--- src/design/prg_pkg.sv ---
package prg_pkg;

	// one box of the frame walk
	localparam int box_cols = 20;
	localparam int box_rows = 15;

	localparam int max_scale = 5;
	localparam int reset_scale = 0;

	// sized for the largest frame, 640 x 480
	typedef logic [9:0] col_t;
	typedef logic [8:0] row_t;
	typedef logic [18:0] pixel_id_t;
	typedef logic [2:0] scale_t;

	// signed 8.8 fixed point
	typedef logic signed [15:0] fix_t;

	typedef struct packed {
		fix_t x;
		fix_t y;
		fix_t z;
	} vector_t;

	typedef struct packed {
		vector_t origin;
		vector_t dir;
		pixel_id_t pixel_id;
	} ray_t;

	// work item for the direction pipe
	typedef struct packed {
		col_t col;
		row_t row;
		scale_t scale;
	} coord_t;

	function automatic col_t frame_cols(scale_t s);
		return col_t'(box_cols << s);
	endfunction

	function automatic row_t frame_rows(scale_t s);
		return row_t'(box_rows << s);
	endfunction

endpackage

--- src/design/prg.sv ---
module prg import prg_pkg::*; #(
	parameter int pipe_depth = 4
) (
	input logic clk,
	input logic rst,
	input logic start,
	input logic gen_en,
	input logic [5:0] keys,
	input vector_t eye,
	input vector_t u,
	input vector_t v,
	input vector_t w,
	input logic shader_stall,
	output logic shader_valid,
	output ray_t shader_ray
);

	logic issue;
	logic credit_stall;
	coord_t coord;
	pixel_id_t pixel_id;
	vector_t dir;
	logic out_valid;
	pixel_id_t out_pixel_id;
	ray_t fifo_wdata;
	logic fifo_empty;
	logic fifo_rd;
	logic [4:0] fifo_used;

	tile_scanner scanner_i (
		.clk,
		.rst,
		.start,
		.gen_en,
		.keys,
		.credit_stall,
		.issue,
		.coord,
		.pixel_id
	);

	ray_dir_pipe #(.pipe_depth(pipe_depth)) dir_pipe_i (
		.clk,
		.rst,
		.coord,
		.u,
		.v,
		.w,
		.dir
	);

	valid_stall_pipe #(.pipe_depth(pipe_depth)) valid_pipe_i (
		.clk,
		.rst,
		.issue,
		.pixel_id,
		.used(fifo_used),
		.out_valid,
		.out_pixel_id,
		.credit_stall
	);

	// every ray starts at the eye
	assign fifo_wdata = '{origin: eye, dir: dir, pixel_id: out_pixel_id};

	assign shader_valid = ~fifo_empty;
	assign fifo_rd = shader_valid && !shader_stall;

	ray_fifo fifo_i (
		.clk,
		.rst,
		.wr(out_valid),
		.wdata(fifo_wdata),
		.rd(fifo_rd),
		.rdata(shader_ray),
		.empty(fifo_empty),
		.used(fifo_used)
	);

endmodule

--- src/design/ray_dir_pipe.sv ---
module ray_dir_pipe import prg_pkg::*; #(
	parameter int pipe_depth = 4
) (
	input logic clk,
	input logic rst,
	input coord_t coord,
	input vector_t u,
	input vector_t v,
	input vector_t w,
	output vector_t dir
);

	logic signed [10:0] dx_d;
	logic signed [9:0] dy_d;
	logic signed [10:0] dx_q;
	logic signed [9:0] dy_q;
	scale_t scale_q1;
	scale_t scale_q2;

	fix_t uc [3];
	fix_t vc [3];
	fix_t wc [3];
	logic signed [31:0] prod_q [3];
	vector_t sum3;

	assign uc = '{u.x, u.y, u.z};
	assign vc = '{v.x, v.y, v.z};
	assign wc = '{w.x, w.y, w.z};

	// center on the middle of the frame
	assign dx_d = signed'({1'b0, coord.col}) - signed'({1'b0, frame_cols(coord.scale) >> 1});
	assign dy_d = signed'({1'b0, coord.row}) - signed'({1'b0, frame_rows(coord.scale) >> 1});

	always_ff @(posedge clk) begin
		dx_q <= dx_d;
		dy_q <= dy_d;
		scale_q1 <= coord.scale;
	end

	// products sign-extend to 32 bits
	always_ff @(posedge clk) begin
		for (int i = 0; i < 3; i++) begin
			prod_q[i] <= dx_q * uc[i] + dy_q * vc[i];
		end
		scale_q2 <= scale_q1;
	end

	// scale down to one step per pixel and add the view center
	assign sum3 = '{
		x: wc[0] + fix_t'(prod_q[0] >>> scale_q2),
		y: wc[1] + fix_t'(prod_q[1] >>> scale_q2),
		z: wc[2] + fix_t'(prod_q[2] >>> scale_q2)
	};

	generate
		if (pipe_depth > 2) begin : g_delay
			vector_t dly [pipe_depth-2];

			always_ff @(posedge clk) begin
				dly[0] <= sum3;
				for (int i = 1; i < pipe_depth - 2; i++) begin
					dly[i] <= dly[i-1];
				end
			end

			assign dir = dly[pipe_depth-3];
		end else begin : g_direct
			assign dir = sum3;
		end
	endgenerate

	scale_in_range: assert property (@(posedge clk) disable iff (rst)
		coord.scale <= scale_t'(max_scale));

endmodule

--- src/design/ray_fifo.sv ---
module ray_fifo import prg_pkg::*; (
	input logic clk,
	input logic rst,
	input logic wr,
	input ray_t wdata,
	input logic rd,
	output ray_t rdata,
	output logic empty,
	output logic [4:0] used
);

	localparam int depth = 16;

	ray_t mem [depth];
	logic [3:0] wr_ptr;
	logic [3:0] rd_ptr;
	logic [4:0] count;

	always_ff @(posedge clk) begin
		if (wr)
			mem[wr_ptr] <= wdata;
	end

	always_ff @(posedge clk, posedge rst) begin
		if (rst) begin
			wr_ptr <= '0;
			rd_ptr <= '0;
			count <= '0;
		end else begin
			if (wr)
				wr_ptr <= wr_ptr + 4'd1;
			if (rd)
				rd_ptr <= rd_ptr + 4'd1;
			case ({wr, rd})
				2'b10: count <= count + 5'd1;
				2'b01: count <= count - 5'd1;
				default: ;
			endcase
		end
	end

	// head entry shows without a read
	assign rdata = mem[rd_ptr];
	assign empty = (count == '0);
	assign used = count;

	no_overflow: assert property (@(posedge clk) disable iff (rst)
		wr |-> count != 5'(depth));

	no_underflow: assert property (@(posedge clk) disable iff (rst)
		rd |-> !empty);

endmodule

--- src/design/tile_scanner.sv ---
module tile_scanner import prg_pkg::*; (
	input logic clk,
	input logic rst,
	input logic start,
	input logic gen_en,
	input logic [5:0] keys,
	input logic credit_stall,
	output logic issue,
	output coord_t coord,
	output pixel_id_t pixel_id
);

	typedef enum logic {
		st_idle,
		st_active
	} state_t;

	state_t state;
	scale_t scale;
	scale_t scale_d;
	logic scale_ld;

	// position inside the current box
	logic [4:0] x;
	logic [3:0] y;

	// Morton box counter and the last box of the frame
	logic [9:0] cr;
	logic [9:0] last_cr;

	logic [4:0] box_col;
	logic [4:0] box_row;
	logic [4:0] max_box_row;
	col_t col;
	col_t cols;
	row_t row;
	row_t rows;
	logic box_done;
	logic frame_done;

	// keys[i] picks scale i, anything not one-hot gives the largest scale
	always_comb begin
		case (keys)
			6'b000001: scale_d = 3'd0;
			6'b000010: scale_d = 3'd1;
			6'b000100: scale_d = 3'd2;
			6'b001000: scale_d = 3'd3;
			6'b010000: scale_d = 3'd4;
			6'b100000: scale_d = 3'd5;
			default: scale_d = scale_t'(max_scale);
		endcase
	end

	assign scale_ld = (|keys) && (state == st_idle);

	always_ff @(posedge clk, posedge rst) begin
		if (rst)
			scale <= scale_t'(reset_scale);
		else if (scale_ld)
			scale <= scale_d;
	end

	assign issue = (state == st_active) && gen_en && !credit_stall;

	always_ff @(posedge clk, posedge rst) begin
		if (rst)
			state <= st_idle;
		else if (state == st_idle && start)
			state <= st_active;
		else if (issue && frame_done)
			state <= st_idle;
	end

	// the last pixel wraps x, y and cr back to their start values
	always_ff @(posedge clk, posedge rst) begin
		if (rst) begin
			x <= '0;
			y <= 4'(box_rows - 1);
			cr <= '0;
		end else if (issue) begin
			if (x == 5'(box_cols - 1)) begin
				x <= '0;
				y <= (y == '0) ? 4'(box_rows - 1) : y - 4'd1;
			end else begin
				x <= x + 5'd1;
			end
			if (box_done)
				cr <= frame_done ? '0 : cr + 10'd1;
		end
	end

	assign box_done = (x == 5'(box_cols - 1)) && (y == '0);
	assign last_cr = 10'((11'd1 << {scale, 1'b0}) - 11'd1);
	assign frame_done = box_done && (cr == last_cr);

	// even bits give the box column, odd bits the box row
	assign box_col = {cr[8], cr[6], cr[4], cr[2], cr[0]};
	assign box_row = {cr[9], cr[7], cr[5], cr[3], cr[1]};
	assign max_box_row = 5'((6'd1 << scale) - 6'd1);

	assign cols = frame_cols(scale);
	assign rows = frame_rows(scale);

	// box row 0 sits at the top of the frame
	assign col = col_t'(box_cols) * col_t'(box_col) + col_t'(x);
	assign row = row_t'(box_rows) * row_t'(max_box_row - box_row) + row_t'(y);

	assign pixel_id = (pixel_id_t'(rows) - pixel_id_t'(row) - 19'd1) * pixel_id_t'(cols)
		+ pixel_id_t'(col);

	assign coord = '{col: col, row: row, scale: scale};

	// outside a frame the counters rest at the first pixel
	idle_at_frame_start: assert property (@(posedge clk) disable iff (rst)
		state == st_idle |-> x == '0 && y == 4'(box_rows - 1) && cr == '0);

	scale_held: assert property (@(posedge clk) disable iff (rst)
		state == st_active |=> $stable(scale));

endmodule

--- src/design/valid_stall_pipe.sv ---
module valid_stall_pipe import prg_pkg::*; #(
	parameter int pipe_depth = 4
) (
	input logic clk,
	input logic rst,
	input logic issue,
	input pixel_id_t pixel_id,
	input logic [4:0] used,
	output logic out_valid,
	output pixel_id_t out_pixel_id,
	output logic credit_stall
);

	logic [pipe_depth-1:0] valid_q;
	pixel_id_t id_q [pipe_depth];
	logic [4:0] in_flight;

	always_ff @(posedge clk, posedge rst) begin
		if (rst) begin
			valid_q <= '0;
			for (int i = 0; i < pipe_depth; i++) begin
				id_q[i] <= '0;
			end
		end else begin
			valid_q <= {valid_q[pipe_depth-2:0], issue};
			id_q[0] <= pixel_id;
			for (int i = 1; i < pipe_depth; i++) begin
				id_q[i] <= id_q[i-1];
			end
		end
	end

	assign out_valid = valid_q[pipe_depth-1];
	assign out_pixel_id = id_q[pipe_depth-1];

	// rays issued but not yet written to the FIFO
	always_ff @(posedge clk, posedge rst) begin
		if (rst)
			in_flight <= '0;
		else
			in_flight <= in_flight + 5'(issue) - 5'(out_valid);
	end

	// reads are not counted, so the credit is conservative
	assign credit_stall = in_flight >= (5'd16 - used);

	no_write_into_full: assert property (@(posedge clk) disable iff (rst)
		out_valid |-> used != 5'd16);

endmodule

--- config.mk ---
export PLATFORM = sky130hd
export DESIGN_NAME = prg
export DESIGN_NICKNAME = d
export VERILOG_FILES = /design/src/design/prg_pkg.sv /design/src/design/prg.sv /design/src/design/ray_dir_pipe.sv /design/src/design/ray_fifo.sv /design/src/design/tile_scanner.sv /design/src/design/valid_stall_pipe.sv
export SDC_FILE = /design/constraint.sdc
export NUM_CORES = 2
export LEC_CHECK = 0
export ABC_AREA = 0
export BUFFER_PORTS_ARGS = -buffer_cell sky130_fd_sc_hd__buf_2
export CORE_MARGIN = 2
export CORE_UTILIZATION = 45
export DETAILED_ROUTE_END_ITERATION = 10
export GPL_TIMING_DRIVEN = 0
export PLACE_DENSITY_LB_ADDON = 0.2
export SLEW_MARGIN = 20
export SYNTH_ARGS = -nofsm -noshare
export SYNTH_HDL_FRONTEND = slang
export SYNTH_HIERARCHICAL = 1
export SYNTH_SLANG_ARGS = --single-unit
--- constraint.sdc ---
create_clock -name clk -period 13.75 [get_ports clk]
set_clock_uncertainty 0.1 [all_clocks]
set_input_delay 0.6875 -clock clk [delete_from_list [all_inputs] [get_ports clk]]
set_output_delay 0.6875 -clock clk [all_outputs]
set_load 0.03 [all_outputs]
## Yosys cells after proc, flatten, opt, wreduce, memory -nomap -nowiden

Memories as Yosys holds them, arrays and structs flattened.
Cells that the tools add are included.

| storage, ports and cells | value |
|---|---|
| memory bits (writable) | 2032 |
| output and inout bits | 116 |
| memories | 3 |
| word-level logic and storage cells | 101 |
| register bits | 148 |
| input bits | 203 |

| operators by class | value |
|---|---|
| mux-type cells | 9 |
| multipliers | 9 |
| reductions and logical operators | 17 |
| magnitude comparators | 1 |
| $add $sub $neg | 26 |
| bitwise logic cells | 2 |
| shift-type cells | 7 |
| equal/unequal tests | 9 |

Memories:

| name | words | width | rd ports | clocked after Yosys merged registers in | write ports | line | text |
|---|---|---|---|---|---|---|---|
| fifo_i.mem | 16 | 115 | 1 | 0 | 1 | ray_fifo.sv:14 | `ray_t mem [depth];` |
| dir_pipe_i.g_delay.dly | 2 | 48 | 2 | 0 | 2 | ray_dir_pipe.sv:57 | `vector_t dly [pipe_depth-2];` |
| dir_pipe_i.prod_q | 3 | 32 | 3 | 0 | 3 | ray_dir_pipe.sv:23 | `logic signed [31:0] prod_q [3];` |

Operators by type and width:

| cell | count |
|---|---|
| $add 32x32->32 | 3 |
| $sshr 32x3->16 | 3 |
| $mul 11x16->27 | 3 |
| $mul 10x16->26 | 3 |
| $add 16x16->16 | 3 |
| $add 19x10->19 | 1 |
| $mul 19x10->19 | 1 |
| $sub 19x1->19 const B | 1 |
| $pmux 3 s5 | 1 |
| $sub 10x9->11 | 1 |
| $add 10x1->10 const B | 1 |
| $add 10x5->10 | 1 |
| $add 5x1->5 const B | 2 |
| $eq 10x10->1 | 1 |
| $mux 10 | 1 |
| $pmux 5 s2 | 1 |
| $shl 1x4->10 const A | 1 |
| $shl 5x3->10 const A | 1 |
| $sub 10x1->10 const B | 1 |
| $sub 5x1->5 const B | 2 |
| $sub 9x8->10 | 1 |
| $sub 9x9->10 | 1 |
| $add 9x4->9 | 1 |
| $mul 4x9->9 const A | 1 |
| other kinds (29) | 44 |

## Logic depth before layout (Yosys ltp)

| depth | value |
|---|---|
| word-level depth | 9 |
| mapped depth | 49 |
| mapped depth without buffers | 48 |

## Modules after synthesis

The synthesis kept the hierarchy.

By module, submodules not included:

| module | times used | sequential area each (sq um) | area each (sq um) | cells an instance |
|---|---|---|---|---|
| ray_fifo | 1 | 55578.3 | 69484.1 | 2900 |
| ray_dir_pipe | 1 | 3843.7 | 41498.6 | 4608 |
| tile_scanner | 1 | 579.3 | 6725.2 | 775 |
| valid_stall_pipe | 1 | 2127.0 | 2601.2 | 146 |
| prg | 1 | 0.0 | 7.5 | 2 |

## Worst setup path after synthesis

OpenSTA, ideal clock, no wires.

| path | value |
|---|---|
| path kind | register to register |
| start point | register scanner_i.scale[2] |
| end point | register valid_pipe_i/id_q[75] (netlist bit) |
| arrival | 10.707 ns |
| cell stages (with the launch flop) | 48 |
| library setup time | 0.129 ns |
| data required time | 13.521 ns |
| path buffers | 1 |
| clock period less this slack | 10.936 ns |
| slack | 2.814 ns |
| path through | dfrtp_1 > buf_6 > inv_1 > nand2_1 > nor2_1 > inv_1 > ha_1 > inv_1 > ha_1 > nor2b_1 > o21ai_0 > nand2b_1 > xor2_1 > inv_1 > fa_1 > inv_1 > ha_1 > inv_1 > [12 not listed] > xnor2_2 > or2_1 > fa_1 > inv_1 > fa_1 > fa_1 > fa_1 > inv_1 > fa_1 > inv_1 > ha_1 > o21a_1 > nor2_1 > nor3_1 > o41ai_1 > o21ai_0 > xnor2_1 > xnor2_1 |

| on the way | value |
|---|---|
| longest elaborated chain between the ends | 9 |
| elaborated cells on any way between the ends | 11 |
| classes of those cells | add/sub: 6; mul: 2; shift: 3 |

Ends and longest elaborated chain:

| element | line | text |
|---|---|---|
| start: declaration | tile_scanner.sv:19 | `scale_t scale;` |
| start signal: assignment | tile_scanner.sv:58 | `scale <= scale_t'(reset_scale);` |
| start signal: assignment | tile_scanner.sv:60 | `scale <= scale_d;` |
| $shl 1x3->5 | tile_scanner.sv:99 | `assign max_box_row = 5'((6'd1 << scale) - 6'd1);` |
| $sub 5x1->5 | tile_scanner.sv:99 |  |
| $sub 5x5->6 | tile_scanner.sv:106 | `assign row = row_t'(box_rows) * row_t'(max_box_row - box_row) + row_t'(y);` |
| $mul 4x9->9 | tile_scanner.sv:106 |  |
| $add 9x4->9 | tile_scanner.sv:106 |  |
| $sub 9x9->10 | tile_scanner.sv:108 | `assign pixel_id = (pixel_id_t'(rows) - pixel_id_t'(row) - 19'd1) * pixel_id_t'(cols)` |
| $sub 19x1->19 | tile_scanner.sv:108 |  |
| $mul 19x10->19 * | tile_scanner.sv:108 |  |
| $add 19x10->19 * | tile_scanner.sv:109 | `+ pixel_id_t'(col);` |
| via pixel_id[18] | prg.sv:21 | `pixel_id_t pixel_id;` |
| end signal: indexed assignment | valid_stall_pipe.sv:28 | `id_q[i] <= id_q[i-1];` |
| end: declaration | valid_stall_pipe.sv:15 | `pixel_id_t id_q [pipe_depth];` |

The timed path passes the listed nets; every way through them passes the cells marked *.
A chain may end at the register's enable or synchronous reset.

## Worst setup path after layout

| path | value |
|---|---|
| start point | register scanner_i.scale[0] |
| end point | register valid_pipe_i/id_q[75] (netlist bit) |

The elaborated chain is that of the path after synthesis.

==> metrics.csv <==
metric,value,unit
viasPerCell,5.51,
htreeDepth,4,
grt_max_degree,63,
clock_latency,0.87,ns
ys.flop_type,edfxtp_1,
grt_overflow,0,
max-slew-margin-rel,17.1,%
top_layer,met5,
avgSynthCellArea,14.3,µm²
wl_met1,137000,µm
grt_pass1_vias,72000,
crit_required,14.35,ns
cts_setup_buffers,0,
worst_pin_slew,1.24,ns
final_cell_area,135000,µm²
critical-path-slowest-cell,dfrtp_1,
period_share,92.8,%
synth_cell_types,91,
drtPass1Iterations,6,
synth.most_common_cell,edfxtp_1,
die_h,521,µm
drt_wl_total,334000,µm
cp.arrival,13.37,ns
drc,0,
cts_buffers,216,
rows,189,
synth_edf_count,1840,
fp.coreArea,266000,µm²
setup_tns,0,ns
min_path_cells,3,
grt_pass1_wl,488000,µm
avgRoutedWirePerCell,26.2,µm
synth_area_leaders,"edfxtp_1 46%, fa_1 16%, mux4_2 8.6%, ha_1 4.2%, inv_1 4.0%",
cap_violations,0,
synth_nets,10000,
drt-initial-drc-count,6484,
yosys.area.top_type,edfxtp_1,
syn_area,120000,µm²
met3_length,23900,µm
min_from,keys[5],
setup_ws,0.986,ns
yosys_warnings,6,
final_hold_viol_count,0,
max_stage_delay,0.58,ns
clkTransAtPathRegs,0.06,ns
placement.io_buffers,269,
end_kind,flip-flop,
status,"complete, no violations",
dpl_cell_area,128000,µm²
syn2layout_area_growth,12.0,%
ys_ff_latch,2153,
die_w,521,µm
ioPinCount,319,
cts_tree,done,
synthesis.instances,8431,
crit_path_start_kind,flip-flop,
setup_viol_count_final,0,
final_net_count,10600,
cp_common_cell,inv_1,
vias,70200,
finalMaxSlewViolations,0,
async_reset_ff_share,5.62,%
track_usage,24.7,%
netlist_top_cells_count,"1840 x edfxtp_1, 1282 x inv_1, 975 x fa_1",
dpl_worst_slack,0.581,ns
rr_endpoint,valid_pipe_i/id_q[75]$_DFF_PP0_,
fmaxAchievable,78.3,MHz
min_period,12.76,ns
start_util,45.3,%
path_class,reg2reg,
hold_end,scanner_i/scale[2]$_DFFE_PP0P_,
antenna_found_initial,87,
r2r_slack,0.99,ns
hold_path.class,in2reg,
r2r_start,scanner_i/scale[0]$_DFFE_PP0P_,
ant_nets,0,
synth_top_area_share,45.9,%
reg2reg_depth,48,
drive_gt1_share,15.1,%
die-area,272000,µm²
routabilityCongestion,0.903,
synth_seq_area_share,51.6,%
clock-sinks,2153,
hpwlAfterDp,239000,µm
critPathMaxFanout,10,
ctsLongestPathBuffers,4,
wl_met2,159000,µm
cts_root_buf,clkbuf_16,
rsz0062_at_grt,no,
## area by class of cell
class	instances	area [µm²]
Clock buffer	285	5850
Multi-Input combinational cell	4537	51200
Sequential cell	2153	62100
Clock inverter	102	1040
Buffer	458	2230
Tap cell	3533	4420
Antenna cell	39	97.6
Inverter	1283	4820
Fill cell	22500	131000
Timing Repair Buffer	339	2890
## critical path: cells and delay by family, from the launching register on
kind	cells	cell delay (ns)
fa+ha+maj	13	5.29
simple gates	9	2.14
compound gates	11	1.98
xor+xnor	5	1.33
buf+inv	10	1.17
flops	1	0.58
## worst max path at each step
stage | depth (start not counted) | start | endpoint | slack (ns)
2_1_floorplan | 47 | scanner_i/scale[2]$_DFFE_PP0P_ | valid_pipe_i/id_q[75]$_DFF_PP0_ | 2.81
5_1_grt | 48 | scanner_i/scale[0]$_DFFE_PP0P_ | valid_pipe_i/id_q[75]$_DFF_PP0_ | 0.15
3_3_place_gp | 48 | scanner_i/scale[0]$_DFFE_PP0P_ | valid_pipe_i/id_q[75]$_DFF_PP0_ | 0.77
4_1_cts | 46 | scanner_i/scale[0]$_DFFE_PP0P_ | valid_pipe_i/id_q[75]$_DFF_PP0_ | 0.51
3_5_place_dp | 48 | scanner_i/scale[0]$_DFFE_PP0P_ | valid_pipe_i/id_q[75]$_DFF_PP0_ | 0.58
6_report | 48 | scanner_i/scale[0]$_DFFE_PP0P_ | valid_pipe_i/id_q[75]$_DFF_PP0_ | 0.99
## cell usage in the layout (no fill, tap or decap), types with 71 or more instances in the layout
| cell type | instances |
|---|---|
| nor2b_1 | 71 |
| dfxtp_1 | 191 |
| ha_1 | 408 |
| edfxtp_1 | 1840 |
| buf_2 | 316 |
| a22oi_1 | 230 |
| fa_1 | 975 |
| clkbuf_1 | 327 |
| xnor2_1 | 210 |
| nor2_1 | 165 |
| nand2b_1 | 78 |
| o21ai_0 | 89 |
| buf_4 | 72 |
| a21oi_1 | 103 |
| and2_1 | 372 |
| inv_1 | 1281 |
| dfrtp_1 | 118 |
| nand2_1 | 780 |
| clkbuf_16 | 218 |
| mux4_2 | 460 |
## through the flow
step	hold WS, ns	instances	utilization [%]
after floorplan	0.210	8431	-
after global placement	0.210	12200	47.5
after detailed placement	0.212	12300	48.1
after CTS	0.0139	12700	50.7
after global routing	0.0467	12700	50.7
final	0.0647	12700	50.7
## flip-flops by register name, indices dropped and copies added (netlist names)
register	cells
dir_pipe_i/scale_q1	3
scanner_i/scale	3
dir_pipe_i/dy_q	10
valid_pipe_i/out_pixel_id	19
fifo_i/mem	1840
valid_pipe_i/valid_q	4
dir_pipe_i/dx_q	11
scanner_i/x	5
fifo_i/rd_ptr	4
valid_pipe_i/id_q	57
fifo_i/wr_ptr	4
dir_pipe_i/scale_q2	3
fifo_i/used	5
dir_pipe_i/prod_q	69
dir_pipe_i/g_delay.dly	96
scanner_i/cr	10
scanner_i/y	4
scanner_i/state	1
valid_pipe_i/in_flight	5
## logic make-up (layout without fill, tap and decap cells)
family                     count (synthesis)  count (layout)  synth area share (%)
buffers and inverters                   1741            2467                  5.84
and+or+nand+nor                         1650            1650                  6.60
xor gates and xnor gates                 279             279                  2.04
other                                      0              39                     0
muxes                                    569             569                  9.56
adders and majority gates               1383            1383                  20.5
DFF                                     2153            2153                  51.6
AOI/OAI and AO/OA                        656             656                  3.85
## repair_timing
item                       in CTS  in global routing
hold endpoints to repair       39                  0
setup endpoints to repair       0                  1
hold buffers                    4                  0
resized for setup               0                  2
## layer usage
metal / vias to the layer above / track usage, %
met4: 6 / 8.72
met2: 2737 / 40.1
met5: - / 0
li1: 30100 / -
met1: 36900 / 34.2
met3: 509 / 3.55
Power is not shown: default switching activity piles up to over one toggle a cycle in this logic, so the estimate is an artifact.
